$ cat config.mk
export PLATFORM = sky130hd
export DESIGN_NAME = csiRxTop
export DESIGN_NICKNAME = d
export VERILOG_FILES = /design/src/design/csiRxPkg.sv /design/src/design/csiHeaderParser.sv /design/src/design/csiLaneMerge.sv /design/src/design/csiPixelHandshake.sv /design/src/design/csiRxTop.sv /design/src/design/csiWordFifo.sv
export VERILOG_INCLUDE_DIRS = /design/src /design/src/include
export SDC_FILE = /design/constraint.sdc
export NUM_CORES = 1
export LEC_CHECK = 0
export ABC_AREA = 1
export BUFFER_PORTS_ARGS = -buffer_cell sky130_fd_sc_hd__buf_2
export CORE_MARGIN = 3
export CORE_UTILIZATION = 56
export CTS_CLUSTER_SIZE = 30
export DETAILED_ROUTE_END_ITERATION = 7
export HOLD_SLACK_MARGIN = 0.06
export PLACE_DENSITY = 0.73
export SYNTH_ARGS = -nofsm -noshare
export SYNTH_HDL_FRONTEND = slang
export SYNTH_SLANG_ARGS = --single-unit
$ cat constraint.sdc
create_clock -name iSCLK -period 3.5 [get_ports iSCLK]
set_input_delay 0.7 -clock iSCLK [delete_from_list [all_inputs] [get_ports iSCLK]]
set_output_delay 0.7 -clock iSCLK [all_outputs]
set_load 0.005 [all_outputs]
$ cat src/include/csiRx_defs.svh
// CSI-2 receiver shared defines
`ifndef CSI_RX_DEFS_SVH
`define CSI_RX_DEFS_SVH

// ----------------------------------------
// Word FIFO sizing
// ----------------------------------------

// Address bits of the word FIFO
`define CSI_FIFO_AW 4

// Entries in the word FIFO
`define CSI_FIFO_DEPTH (1 << `CSI_FIFO_AW)

// ----------------------------------------
// Packet decode
// ----------------------------------------

// Data types above this value carry a payload
`define CSI_LONG_DT_MIN 6'h13

// Payload word counter width for lines of up to 8K words
`define CSI_LINE_CNT_W 13

`endif

$ cat src/design/csiRxPkg.sv
// CSI-2 receiver types
package csiRxPkg;

	// ----------------------------------------
	// Header parser FSM
	// ----------------------------------------
	typedef enum logic [2:0]
	{
		hsIdle    = 3'd0,	// Hunt for sync word
		hsHdrLo   = 3'd1,	// Data ID and word count LSB
		hsHdrHi   = 3'd2,	// Word count MSB and ECC
		hsDtCheck = 3'd3,	// Long or short packet
		hsPayload = 3'd4	// Forward payload words
	} hsState;

	// ----------------------------------------
	// Sink handshake FSM
	// ----------------------------------------
	typedef enum logic [1:0]
	{
		outIdle       = 2'd0,	// Holding register free
		outReq        = 2'd1,	// Request raised to sink
		outWaitAckLow = 2'd2	// Wait for ack release
	} outState;

	// ----------------------------------------
	// CSI-2 data identifiers
	// ----------------------------------------
	typedef enum logic [5:0]
	{
		dtFrameStart = 6'h00,	// Short packet
		dtFrameEnd   = 6'h01,	// Short packet
		dtLineStart  = 6'h02,	// Short packet
		dtYuv422     = 6'h1E,	// YUV422 8 bit
		dtRgb565     = 6'h22,	// RGB565
		dtRaw8       = 6'h2A	// RAW8
	} csiDataType;

endpackage

$ cat src/design/csiHeaderParser.sv
// CSI-2 packet header parser
`timescale 1ns/1ps
`include "csiRx_defs.svh"

module csiHeaderParser
	import csiRxPkg::*;
(
	input  logic        iSCLK,
	input  logic        qnHsRst,
	// FIFO read side
	output logic        rdEn,
	input  logic [16:0] rdData,
	input  logic        rdValid,
	input  logic        empty,
	// Payload word out
	output logic        pixValid,
	input  logic        pixReady,
	output logic [15:0] pixData,
	output logic        pixLast,
	// Packet header fields
	output csiDataType  dataType,
	output logic [1:0]  vc,
	output logic [15:0] wordCnt
);

hsState rHsSt;

logic [`CSI_LINE_CNT_W-1:0] rPayCnt;	// Words forwarded so far
logic [`CSI_LINE_CNT_W-1:0] rLastIdx;	// Index of final word
logic [16:0]                qWcRound;
logic [15:0]                qWords;
logic                       qSyncWord;
logic                       qPayWord;
logic                       qPayEnd;
logic                       qLongPkt;

// ----------------------------------------
// Decode of the current FIFO word
// ----------------------------------------
assign qSyncWord = rdValid & rdData[16];			// Line start flag
assign qPayWord  = rdValid & (rHsSt == hsPayload);
assign qPayEnd   = qPayWord & (rPayCnt == rLastIdx);

// Two bytes per word so round the byte count up
assign qWcRound = {1'b0, wordCnt} + 17'd1;
assign qWords   = qWcRound[16:1];

// Zero length long packets have nothing to forward
assign qLongPkt = (dataType > `CSI_LONG_DT_MIN) && (wordCnt != 16'd0);

// One read in flight and only toward a free output stage
assign rdEn = ~empty & ~rdValid & pixReady;

// ----------------------------------------
// Packet FSM
// ----------------------------------------
always_ff @(posedge iSCLK, negedge qnHsRst)
begin
	if (!qnHsRst)
		rHsSt <= hsIdle;
	else
	begin
		case (rHsSt)
			hsIdle:
				if (qSyncWord)
					rHsSt <= hsHdrLo;	// Drop everything before sync
			hsHdrLo:
				if (rdValid)
					rHsSt <= hsHdrHi;
			hsHdrHi:
				if (rdValid)
					rHsSt <= hsDtCheck;
			hsDtCheck:
				rHsSt <= qLongPkt ? hsPayload : hsIdle;	// Short packets dropped
			hsPayload:
				if (qPayEnd)
					rHsSt <= hsIdle;
			default:
				rHsSt <= hsIdle;
		endcase
	end
end

// ----------------------------------------
// Header fields and payload data
// ----------------------------------------
always_ff @(posedge iSCLK)
begin
	if ((rHsSt == hsHdrLo) && rdValid)
	begin
		vc           <= rdData[7:6];
		dataType     <= csiDataType'(rdData[5:0]);
		wordCnt[7:0] <= rdData[15:8];	// Word count LSB
	end
	if ((rHsSt == hsHdrHi) && rdValid)
		wordCnt[15:8] <= rdData[7:0];	// ECC in upper byte not checked
	if (rHsSt == hsDtCheck)
		rLastIdx <= qWords[`CSI_LINE_CNT_W-1:0] - 1'b1;
	if (qPayWord)
	begin
		pixData <= rdData[15:0];
		pixLast <= (rPayCnt == rLastIdx);	// End of line marker
	end
end

// ----------------------------------------
// Payload counter and output valid
// ----------------------------------------
always_ff @(posedge iSCLK, negedge qnHsRst)
begin
	if (!qnHsRst)
	begin
		rPayCnt  <= '0;
		pixValid <= 1'b0;
	end
	else
	begin
		if (rHsSt == hsDtCheck)
			rPayCnt <= '0;			// Restart per packet
		else if (qPayWord)
			rPayCnt <= rPayCnt + 1'b1;

		if (qPayWord)
			pixValid <= 1'b1;
		else if (pixReady)
			pixValid <= 1'b0;		// Taken by output stage
	end
end

endmodule

$ cat src/design/csiLaneMerge.sv
// Two-lane byte merge
`timescale 1ns/1ps

module csiLaneMerge
(
	input  logic        iSCLK,
	input  logic        qnHsRst,
	// PHY byte lanes, already aligned
	input  logic [7:0]  iHsData0,
	input  logic [7:0]  iHsData1,
	input  logic        iHsValid,	// Lane0 HS valid
	input  logic        iHsSync,	// Lane0 sync observed
	// FIFO write side
	input  logic        full,
	output logic [16:0] wrData,
	output logic        wrEn,
	// Status
	output logic        oOverflow
);

// ----------------------------------------
// PHY input registers
// ----------------------------------------
logic [7:0] rLane0;
logic [7:0] rLane1;
logic       rValid;		// Word present this cycle
logic       rSync;		// Line start marker
logic       rOverflow;

// Lane bytes carry no control meaning
always_ff @(posedge iSCLK)
begin
	rLane0 <= iHsData0;
	rLane1 <= iHsData1;
end

always_ff @(posedge iSCLK, negedge qnHsRst)
begin
	if (!qnHsRst)
	begin
		rValid <= 1'b0;
		rSync  <= 1'b0;
	end
	else
	begin
		rValid <= iHsValid | iHsSync;	// Sync word is also written
		rSync  <= iHsSync;
	end
end

// ----------------------------------------
// Overflow tracking
// ----------------------------------------
// PHY cannot stall so a write into a full FIFO loses the word
always_ff @(posedge iSCLK, negedge qnHsRst)
begin
	if (!qnHsRst)
		rOverflow <= 1'b0;
	else if (rValid && full)
		rOverflow <= 1'b1;	// Sticky until reset
end

// FIFO word layout is sync flag then lane1 then lane0
assign wrData    = {rSync, rLane1, rLane0};
assign wrEn      = rValid;	// FIFO gates with full
assign oOverflow = rOverflow;

endmodule

$ cat src/design/csiPixelHandshake.sv
// Four-phase pixel output stage
`timescale 1ns/1ps

module csiPixelHandshake
	import csiRxPkg::*;
(
	input  logic        iSCLK,
	input  logic        qnHsRst,
	// From parser
	input  logic        pixValid,
	output logic        pixReady,
	input  logic [15:0] pixData,
	input  logic        pixLast,
	input  csiDataType  dataType,
	input  logic [1:0]  vc,
	input  logic [15:0] wordCnt,
	// Sink port
	output logic [15:0] oPixel,
	output logic        oLast,
	output logic [5:0]  oDataType,
	output logic [1:0]  oVc,
	output logic [15:0] oWordCnt,
	output logic        oReq,
	input  logic        iAck
);

outState rOutSt;

// ----------------------------------------
// Holding register
// ----------------------------------------
csiDataType rDataType;

// Loaded only in idle so the sink sees stable data during oReq
always_ff @(posedge iSCLK)
begin
	if (pixValid && pixReady)
	begin
		oPixel    <= pixData;
		oLast     <= pixLast;
		rDataType <= dataType;
		oVc       <= vc;
		oWordCnt  <= wordCnt;
	end
end

assign oDataType = rDataType;

// ----------------------------------------
// Req/ack controller
// ----------------------------------------
always_ff @(posedge iSCLK, negedge qnHsRst)
begin
	if (!qnHsRst)
		rOutSt <= outIdle;
	else
	begin
		case (rOutSt)
			outIdle:
				if (pixValid)
					rOutSt <= outReq;		// Word latched
			outReq:
				if (iAck)
					rOutSt <= outWaitAckLow;	// Drop req next cycle
			outWaitAckLow:
				if (!iAck)
					rOutSt <= outIdle;		// Cycle complete
			default:
				rOutSt <= outIdle;
		endcase
	end
end

assign pixReady = (rOutSt == outIdle);
assign oReq     = (rOutSt == outReq);

endmodule

$ cat src/design/csiRxTop.sv
// CSI-2 two-lane receiver top
`timescale 1ns/1ps

module csiRxTop
	import csiRxPkg::*;
(
	input  logic        iSCLK,
	input  logic        qnHsRst,
	// D-PHY HS byte lanes
	input  logic [7:0]  iHsData0,
	input  logic [7:0]  iHsData1,
	input  logic        iHsValid,
	input  logic        iHsSync,
	// Pixel sink
	output logic [15:0] oPixel,
	output logic        oLast,
	output logic [5:0]  oDataType,
	output logic [1:0]  oVc,
	output logic [15:0] oWordCnt,
	output logic        oReq,
	input  logic        iAck,
	// Status
	output logic        oOverflow
);

// ----------------------------------------
// Stage interconnect
// ----------------------------------------
logic [16:0] wWrData;
logic        wWrEn;
logic        wFull;
logic        wRdEn;
logic [16:0] wRdData;
logic        wRdValid;
logic        wEmpty;
logic        wPixValid;
logic        wPixReady;
logic [15:0] wPixData;
logic        wPixLast;
csiDataType  wDataType;
logic [1:0]  wVc;
logic [15:0] wWordCnt;

csiLaneMerge uLaneMerge
(
	.iSCLK(iSCLK),			.qnHsRst(qnHsRst),
	.iHsData0(iHsData0),	.iHsData1(iHsData1),
	.iHsValid(iHsValid),	.iHsSync(iHsSync),
	.full(wFull),			.wrData(wWrData),
	.wrEn(wWrEn),			.oOverflow(oOverflow)
);

csiWordFifo uWordFifo
(
	.iSCLK(iSCLK),			.qnHsRst(qnHsRst),
	.wrData(wWrData),		.wrEn(wWrEn),		.full(wFull),
	.rdEn(wRdEn),			.rdData(wRdData),
	.rdValid(wRdValid),		.empty(wEmpty)
);

csiHeaderParser uHeaderParser
(
	.iSCLK(iSCLK),			.qnHsRst(qnHsRst),
	.rdEn(wRdEn),			.rdData(wRdData),
	.rdValid(wRdValid),		.empty(wEmpty),
	.pixValid(wPixValid),	.pixReady(wPixReady),
	.pixData(wPixData),		.pixLast(wPixLast),
	.dataType(wDataType),	.vc(wVc),			.wordCnt(wWordCnt)
);

csiPixelHandshake uPixelHandshake
(
	.iSCLK(iSCLK),			.qnHsRst(qnHsRst),
	.pixValid(wPixValid),	.pixReady(wPixReady),
	.pixData(wPixData),		.pixLast(wPixLast),
	.dataType(wDataType),	.vc(wVc),			.wordCnt(wWordCnt),
	.oPixel(oPixel),		.oLast(oLast),
	.oDataType(oDataType),	.oVc(oVc),			.oWordCnt(oWordCnt),
	.oReq(oReq),			.iAck(iAck)
);

endmodule

$ cat src/design/csiWordFifo.sv
// Synchronous word FIFO
`timescale 1ns/1ps
`include "csiRx_defs.svh"

module csiWordFifo
#(
	parameter int pDepth = `CSI_FIFO_DEPTH	// Power of two
)
(
	input  logic        iSCLK,
	input  logic        qnHsRst,
	// Write side
	input  logic [16:0] wrData,
	input  logic        wrEn,
	output logic        full,
	// Read side
	input  logic        rdEn,
	output logic [16:0] rdData,
	output logic        rdValid,
	output logic        empty
);

localparam int lpAw = $clog2(pDepth);

// ----------------------------------------
// Storage and pointers
// ----------------------------------------
logic [16:0]   rMem [pDepth];
logic [lpAw:0] rWrPtr;		// Extra MSB marks wrap
logic [lpAw:0] rRdPtr;
logic          qWrAcc;
logic          qRdAcc;

assign qWrAcc = wrEn & ~full;	// Write dropped when full
assign qRdAcc = rdEn & ~empty;	// Read ignored when empty

// Same address with different wrap bit means full
assign full  = (rWrPtr[lpAw] != rRdPtr[lpAw]) &&
               (rWrPtr[lpAw-1:0] == rRdPtr[lpAw-1:0]);
assign empty = (rWrPtr == rRdPtr);

always_ff @(posedge iSCLK)
begin
	if (qWrAcc)
		rMem[rWrPtr[lpAw-1:0]] <= wrData;
	if (qRdAcc)
		rdData <= rMem[rRdPtr[lpAw-1:0]];	// Registered read port
end

// ----------------------------------------
// Pointer and valid control
// ----------------------------------------
always_ff @(posedge iSCLK, negedge qnHsRst)
begin
	if (!qnHsRst)
	begin
		rWrPtr  <= '0;
		rRdPtr  <= '0;
		rdValid <= 1'b0;
	end
	else
	begin
		if (qWrAcc)
			rWrPtr <= rWrPtr + 1'b1;
		if (qRdAcc)
			rRdPtr <= rRdPtr + 1'b1;
		rdValid <= qRdAcc;	// Data ready one cycle later
	end
end

endmodule

==> Yosys cells after proc, flatten, opt, wreduce, memory -nomap -nowiden <==
Memory sizes are Yosys's and may differ from the RTL's. A register that Yosys moved wholly into a read port is not among the register bits.
Index checks and enable logic that the tools add are counted.
{ "totals": {"inputBits": 21, "output_inout_bits": 43, "ramBits": 272, "memories": 1, "reg_bits": 144, "elab_cells": 88} }
{ "classes": {"n_lt_le_gt_ge": 1, "n_reduce_logical": 13, "n_bitwise": 11, "mux": 16, "eq_ne": 17, "n_addsub": 5} }
{ "mem_list": {"columns": ["name", "depth", "word_bits", "rd", "rd_clocked_by_memory_dff", "write_ports", "line_no", "rtl"], "rows": [
  ["uWordFifo.rMem", 16, 17, 1, 1, 1, "csiWordFifo.sv:28", "logic [16:0] rMem [pDepth];"]
]} }
{ "op_table": {"columns": ["operator", "count"], "rows": [
  ["13-bit 2-to-1 mux", 2],
  ["16-bit nonzero test", 1],
  ["3-bit 2-to-1 mux", 5],
  ["3-bit case mux with 5 select lines", 1],
  ["14-bit by 1-bit adder with 14-bit output (second input constant)", 1],
  ["13-bit by 1-bit adder with 13-bit output (second input constant)", 1],
  ["13-bit equality test", 1],
  ["13-bit by 1-bit subtractor with 13-bit output (second input constant)", 1],
  ["5-bit by 1-bit adder with 5-bit output (second input constant)", 2],
  ["2-bit by 1-bit != test with 1-bit output (second input constant)", 4],
  ["1-bit bitwise AND", 7],
  ["3-bit by 2-bit equality test with 1-bit output (second input constant)", 2],
  ["6-bit by 5-bit greater-than comparator with 1-bit output (second input constant)", 1],
  ["1-bit logical AND", 6],
  ["2-bit 2-to-1 mux", 3],
  ["2-bit != test (second input constant)", 3],
  ["2-bit case mux with 3 select lines", 1],
  ["5-bit equality test", 1],
  ["4-bit equality test", 1],
  ["1-bit 2-to-1 mux", 4],
  ["4-bit AND reduction", 1],
  ["2-bit nonzero test", 2],
  ["3-bit by 1-bit equality test with 1-bit output (second input constant)", 1],
  ["3-bit equality test (second input constant)", 1],
  ["8 further kinds", 10]
]} }

==> Logic depth before layout (Yosys ltp) <==
{ "logic_depth": {"depth_word": 6, "ltp_mapped": 13, "ltp_nobuf": 13} }

==> Cells and area by module <==
A second synthesis with hierarchy kept.
{ "unflattened": {"hier_cells": 1484, "hier_area_um2": 17372.9} }
{ "by_module_without_submodules": {"columns": ["module", "area_per_inst_um2", "instances", "seq_area_each_um2", "cells_per_inst"], "rows": [
  ["csiWordFifo", 12229.2, 1, 8953.6, 1067],
  ["csiHeaderParser", 3388.2, 1, 2047.0, 336],
  ["csiPixelHandshake", 1330.0, 1, 1281.2, 55],
  ["csiLaneMerge", 425.4, 1, 395.4, 26]
]} }

==> Worst setup path after synthesis <==
No wires, ideal clock.
{ "synth_timing": {"kind": "reg-to-reg", "from": "reg uPixelHandshake.rOutSt[1]", "to": "reg uPixelHandshake.rDataType[0] (netlist: uPixelHandshake.oDataType[0]) (enable)", "stages_incl_launch_ff": 4, "t_required_ns": 3.061, "n_path_buf": 0, "arrival_time_ns": 2.332, "path_slack_ns": 0.729, "path_cell_list": "dfrtp_1 -> nor2_1 -> inv_1 -> nor2_1"} }
{ "synth_between": {"elab_chain_cells": 2} }
{ "synth_lines": {"columns": ["element", "line_no", "rtl"], "rows": [
  ["from (decl)", "csiPixelHandshake.sv:27", "outState rOutSt;"],
  ["from (signal assigned)", "csiPixelHandshake.sv:55", "rOutSt <= outIdle;"],
  ["from (signal assigned)", "csiPixelHandshake.sv:61", "rOutSt <= outReq;"],
  ["from (signal assigned)", "csiPixelHandshake.sv:64", "rOutSt <= outWaitAckLow;"],
  ["2-bit logical NOT", "csiPixelHandshake.sv:74", "assign pixReady = (rOutSt == outIdle);"],
  ["1-bit logical AND", "csiPixelHandshake.sv:37", "if (pixValid && pixReady)"],
  ["to (signal assigned)", "csiPixelHandshake.sv:41", "rDataType <= dataType;"],
  ["to (decl)", "csiPixelHandshake.sv:32", "csiDataType rDataType;"]
]} }
Every way passes these cells.
A chain may end at the register's enable or synchronous reset.

==> Worst setup path after layout <==
{ "layout_timing": {"from": "reg uWordFifo.rRdPtr[1]", "to": "mem uWordFifo.rMem[8][11] (enable)"} }
{ "layout_between": {"elab_chain_cells": 6} }
{ "layout_lines": {"columns": ["element", "line_no", "rtl"], "rows": [
  ["from (decl)", "csiWordFifo.sv:30", "logic [lpAw:0] rRdPtr;"],
  ["from (signal assigned)", "csiWordFifo.sv:66", "rRdPtr <= rRdPtr + 1'b1;"],
  ["4-bit equality test", "csiWordFifo.sv:39", "(rWrPtr[lpAw-1:0] == rRdPtr[lpAw-1:0]);"],
  ["1-bit logical AND", "csiWordFifo.sv:38", "assign full = (rWrPtr[lpAw] != rRdPtr[lpAw]) &&"],
  ["1-bit NOT", "csiWordFifo.sv:34", "assign qWrAcc = wrEn & ~full;"],
  ["1-bit bitwise AND", "csiWordFifo.sv:34", null],
  ["1-bit 2-to-1 mux", "csiWordFifo.sv:44", "if (qWrAcc)"],
  ["1-bit 2-to-1 mux (implied by the code)", "csiWordFifo.sv:45", "rMem[rWrPtr[lpAw-1:0]] <= wrData;"],
  ["to (decl)", "csiWordFifo.sv:28", null]
]} }
Every way passes these cells.

==> flow_summary_export.csv <==
group,metric,value,unit
outcome,status,"complete, no violations",
global_route,grt_util_met2,35.4,%
floorplanning,start_util,57.1,%
floorplanning,ios,64,
power_and_ir_drop,pwr-share-comb,24.9,%
worst_setup_path,cp_cell_sequence,"xor2_1, nor2_1, nand3_1, nand2_1, inv_2, nand2_1, nor2_1, buf_4",
timing,timing.final.crit_share,72.5,%
floorplanning,die_area,32400,sq um
final_layout,nFillCells,2123,
placement,placed_area,17800,sq um
timing,final_hold_viol_count,0,
global_route,grt_use_met1,30.1,%
clocking,cts_buffer_depth,3,
global_route,met3_usage,3.50,%
logic_synthesis,synth.distinct_cells,39,
final_layout,drive_gt1_share,13.5,%
power_and_ir_drop,peakVddDrop,0.539,mV
floorplanning,num_rows,63,
global_route,grt_pass1_wl,55200,um
logic_synthesis,synth_xor_area_share,1.54,%
worst_setup_path,end_kind,"flip-flop",
placement,place_hpwl,21500,um
floorplanning,dieWidth,180,um
final_layout,layout_common_cells,"384 x edfxtp_1, 248 x nor2_1, 156 x nand2_1",
min_path,holdPathEnd,"uLaneMerge.rLane0[4]$_DFF_P_",
worst_setup_path,cp.required,3.70,ns
final_layout,area_delta_synth_final,12.8,%
timing,worst_pin_slew,1.12,ns
logic_synthesis,synth_compound_area_share,7.24,%
timing,layout_min_cycle_time,2.54,ns
worst_setup_path,reg2reg_to,"uWordFifo.rMem[8][11]$_DFFE_PP_",
route,totalWireLength,35100,um
logic_synthesis,synth_area,17000,sq um
route,antenna_left,0,
global_route,gr-total-overflow,0,
clocking,cts_max_level,2,
route,first_pass_iters,7,
logic_synthesis,yosys.area_share.simple,12.9,%
timing,totalNegativeSetupSlack,0,ns
route,vias,10200,
clocking,postCtsHoldBufs,0,
power_and_ir_drop,p_sw_share,32.9,%
clocking,cts_tree,"done",
timing,finClkSkew,0.0207,ns
power_and_ir_drop,power.total,15.6,mW
power_and_ir_drop,internal_power,10.4,mW
worst_setup_path,rrSetupSlack,0.96,ns
final_layout,diodes,0,
clocking,worstSkewPairLatency,0.54,ns
power_and_ir_drop,p_per_area,815,nW/um^2
placement,port_buffers,63,
timing,fmax,394,MHz
clocking,cts_resized,0,
logic_synthesis,synth_top_family_by_area,"simple AND/OR/NAND/NOR gates",
worst_setup_path,crit-reg2reg-launch,"uWordFifo.rRdPtr[1]$_DFFE_PN0P_",
route,drt_iter0_markers,1067,
placement,dp.cells,1743,
clocking,cts_root_buf,"clkbuf_16",
global_route,grt_pass1_vias,10100,
floorplanning,die_y,180,um
logic_synthesis,synth_mux_area_share,0,%
timing,rsz0062_at_grt,"false",
clocking,cts_setup_buffers,0,
logic_synthesis,synth.avg_cell_area,12.9,sq um
final_layout,instances_no_fill,1822,
power_and_ir_drop,p_clk_share,27.8,%
floorplanning,core_area,29700,sq um
worst_setup_path,startpoint,"uWordFifo.rRdPtr[1]$_DFFE_PN0P_",
power_and_ir_drop,seqPwrFrac,47.3,%
placement,post-place-ws,1.00,ns
global_route,antenna_found_initial,0,
route,wl_per_cell,19.3,um
clocking,cts_buffers,43,
final_layout,fin_area,19100,sq um
power_and_ir_drop,p_leak,6.78,nW
timing,postLayoutSetupSlackWorst,0.964,ns
worst_setup_path,path_max_fanout,58,
worst_setup_path,crit_slowest_cell,"dfrtp_4",
timing,slew_violations,0,
logic_synthesis,synthAdderAreaFrac,0.664,%
worst_setup_path,arrival,2.74,ns
clocking,cts.reportedPaths.clkPinSlew,0.06,ns
logic_synthesis,syn_inst,1313,
min_path,hold_path_depth,1,
placement,place_congestion,0.846,
timing,max_slew_margin,24.9,%
worst_setup_path,reg2regPathDepth,8,
logic_synthesis,synth_nets,1343,
power_and_ir_drop,p_sw,5.13,mW
worst_setup_path,crit_path_start_kind,"flip-flop",
timing,setup_viol,0,
global_route,top_usage_layer,"met2",
run,maxCapViolCount,0,
worst_setup_path,worst-setup-path-type,"reg -> reg",
worst_setup_path,critPathMaxStageDelay,0.81,ns
final_layout,layout_commonest_cell,"edfxtp_1",
logic_synthesis,synth.ff_latch_count,433,
min_path,min_from,"iHsData0[4]",
final_layout,nets,1428,
clocking,cts_num_sinks,433,
route,vias_per_cell,5.61,
route,drt_drc_violations_left,0,
global_route,grt_max_degree,85,
min_path,hold_path_class,"in -> reg",
logic_synthesis,ys_seq_area_share,74.8,%
global_route,grt.total_usage,21.5,%
logic_synthesis,yosys_warnings,0,
-- cell usage after synthesis --
| cell | number | area share (%) |
|---|---|---|
| buf_2 | 16 | 0.47 |
| nand2_1 | 156 | 3.5 |
| nor3b_2 | 1 | 0.074 |
| o21bai_1 | 1 | 0.044 |
| dfrtp_1 | 33 | 4.9 |
| nor3_1 | 11 | 0.32 |
| ha_1 | 9 | 0.66 |
| nor4_1 | 4 | 0.15 |
| nand3_2 | 3 | 0.18 |
| o21ai_2 | 1 | 0.052 |
| buf_1 | 2 | 0.044 |
| nand2_2 | 8 | 0.30 |
| clkbuf_1 | 31 | 0.69 |
| edfxtp_1 | 384 | 68 |
| o21ai_1 | 1 | 0.029 |
| nor2_1 | 259 | 5.7 |
| o31ai_1 | 2 | 0.089 |
| buf_4 | 4 | 0.18 |
| a21oi_1 | 4 | 0.12 |
| nor3_4 | 1 | 0.096 |
| o32ai_1 | 34 | 1.8 |
| inv_2 | 3 | 0.066 |
| dfxtp_1 | 16 | 1.9 |
| xor2_2 | 1 | 0.096 |
| clkbuf_2 | 1 | 0.029 |
| nor2_4 | 2 | 0.13 |
| o211ai_1 | 34 | 1.5 |
| nor2_2 | 7 | 0.26 |
| nor3_2 | 1 | 0.059 |
| xnor2_1 | 6 | 0.31 |
| xor2_1 | 22 | 1.1 |
| nand3_1 | 58 | 1.7 |
| o21a_1 | 1 | 0.044 |
| nand3b_1 | 3 | 0.13 |
| o21ai_0 | 122 | 3.6 |
| inv_1 | 60 | 1.3 |
| nand4_1 | 8 | 0.30 |
| clkinv_1 | 2 | 0.044 |
| or2_2 | 1 | 0.037 |
-- final cells by class --
cell class / instances / area [sq um] / share of cell area [%]
well taps: 390 / 488 / 2.55
flip-flops and latches: 433 / 12700 / 66.3
repair buffers: 94 / 548 / 2.87
multi-input cells: 761 / 3830 / 20.0
inverters: 65 / 245 / 1.28
clock buffers: 57 / 1130 / 5.90
clock inverters: 22 / 199 / 1.04
-- registers in the layout, summed over array words and instances, names as in the netlist, 6 cells and up --
register,flops
uWordFifo.rMem,272
uHeaderParser.rPayCnt,13
uPixelHandshake.oDataType,6
uHeaderParser.rLastIdx,13
uHeaderParser.wordCnt,16
uPixelHandshake.oPixel,16
uLaneMerge.rLane1,8
uHeaderParser.pixData,16
uPixelHandshake.oWordCnt,16
uHeaderParser.dataType,6
uWordFifo.rdData,17
uLaneMerge.rLane0,8
-- power by group through the flow --
stage	Combinational [mW]	Sequential [mW]	Clock [mW]
finish	3.88	7.37	4.32
global route	4.35	7.44	4.64
CTS	3.90	7.36	4.41
detailed placement	3.87	7.46	0
global placement	3.77	7.44	0
floorplan	2.79	7.15	0
-- stage by stage --
step	util (%)	hold WS (ns)
finish	64.3	0.256
global route	64.3	0.237
CTS	64.3	0.235
detailed placement	59.9	0.412
global placement	59.9	0.404
floorplan	-	0.400
-- how the worst max path moves through the flow --
| stage | end | slack [ns] | cells after the start |
|---|---|---|---|
| after floorplan | uPixelHandshake.oDataType[0]$_DFFE_PP_ | 0.73 | 3 |
| after global placement | uWordFifo.rRdPtr[2]$_DFFE_PN0P_ | 1.02 | 7 |
| after detailed placement | uWordFifo.rRdPtr[2]$_DFFE_PN0P_ | 1.00 | 7 |
| after CTS | uWordFifo.rRdPtr[2]$_DFFE_PN0P_ | 1.0 | 7 |
| after global routing | uWordFifo.rRdPtr[2]$_DFFE_PN0P_ | 0.73 | 7 |
| final | uWordFifo.rMem[8][11]$_DFFE_PP_ | 0.96 | 8 |
-- routing by layer --
| layer | share of wire (%) | up-vias |
|---|---|---|
| li1 | - | 4851 |
| met1 | 41 | 4933 |
| met2 | 49 | 388 |
| met3 | 7.4 | 54 |
| met4 | 1.9 | 0 |
| met5 | 0 | - |
-- worst max-delay path, delay by kind of cell (launching register included) --
| kind | cells | cell delay [ns] |
|---|---|---|
| buffers and inverters | 2 | 0.46 |
| xor gates and xnor gates | 1 | 0.18 |
| DFF | 1 | 0.81 |
| and+or+nand+nor | 5 | 0.74 |
-- kinds of logic after synthesis --
family / after synthesis
XOR/XNOR: 29
AND/OR/NAND/NOR: 523
adder cells (fa/ha/maj): 9
buffers and inverters: 119
flip-flops: 433
AO/OA/AOI/OAI: 200
Power figures use the tool's default switching activity.
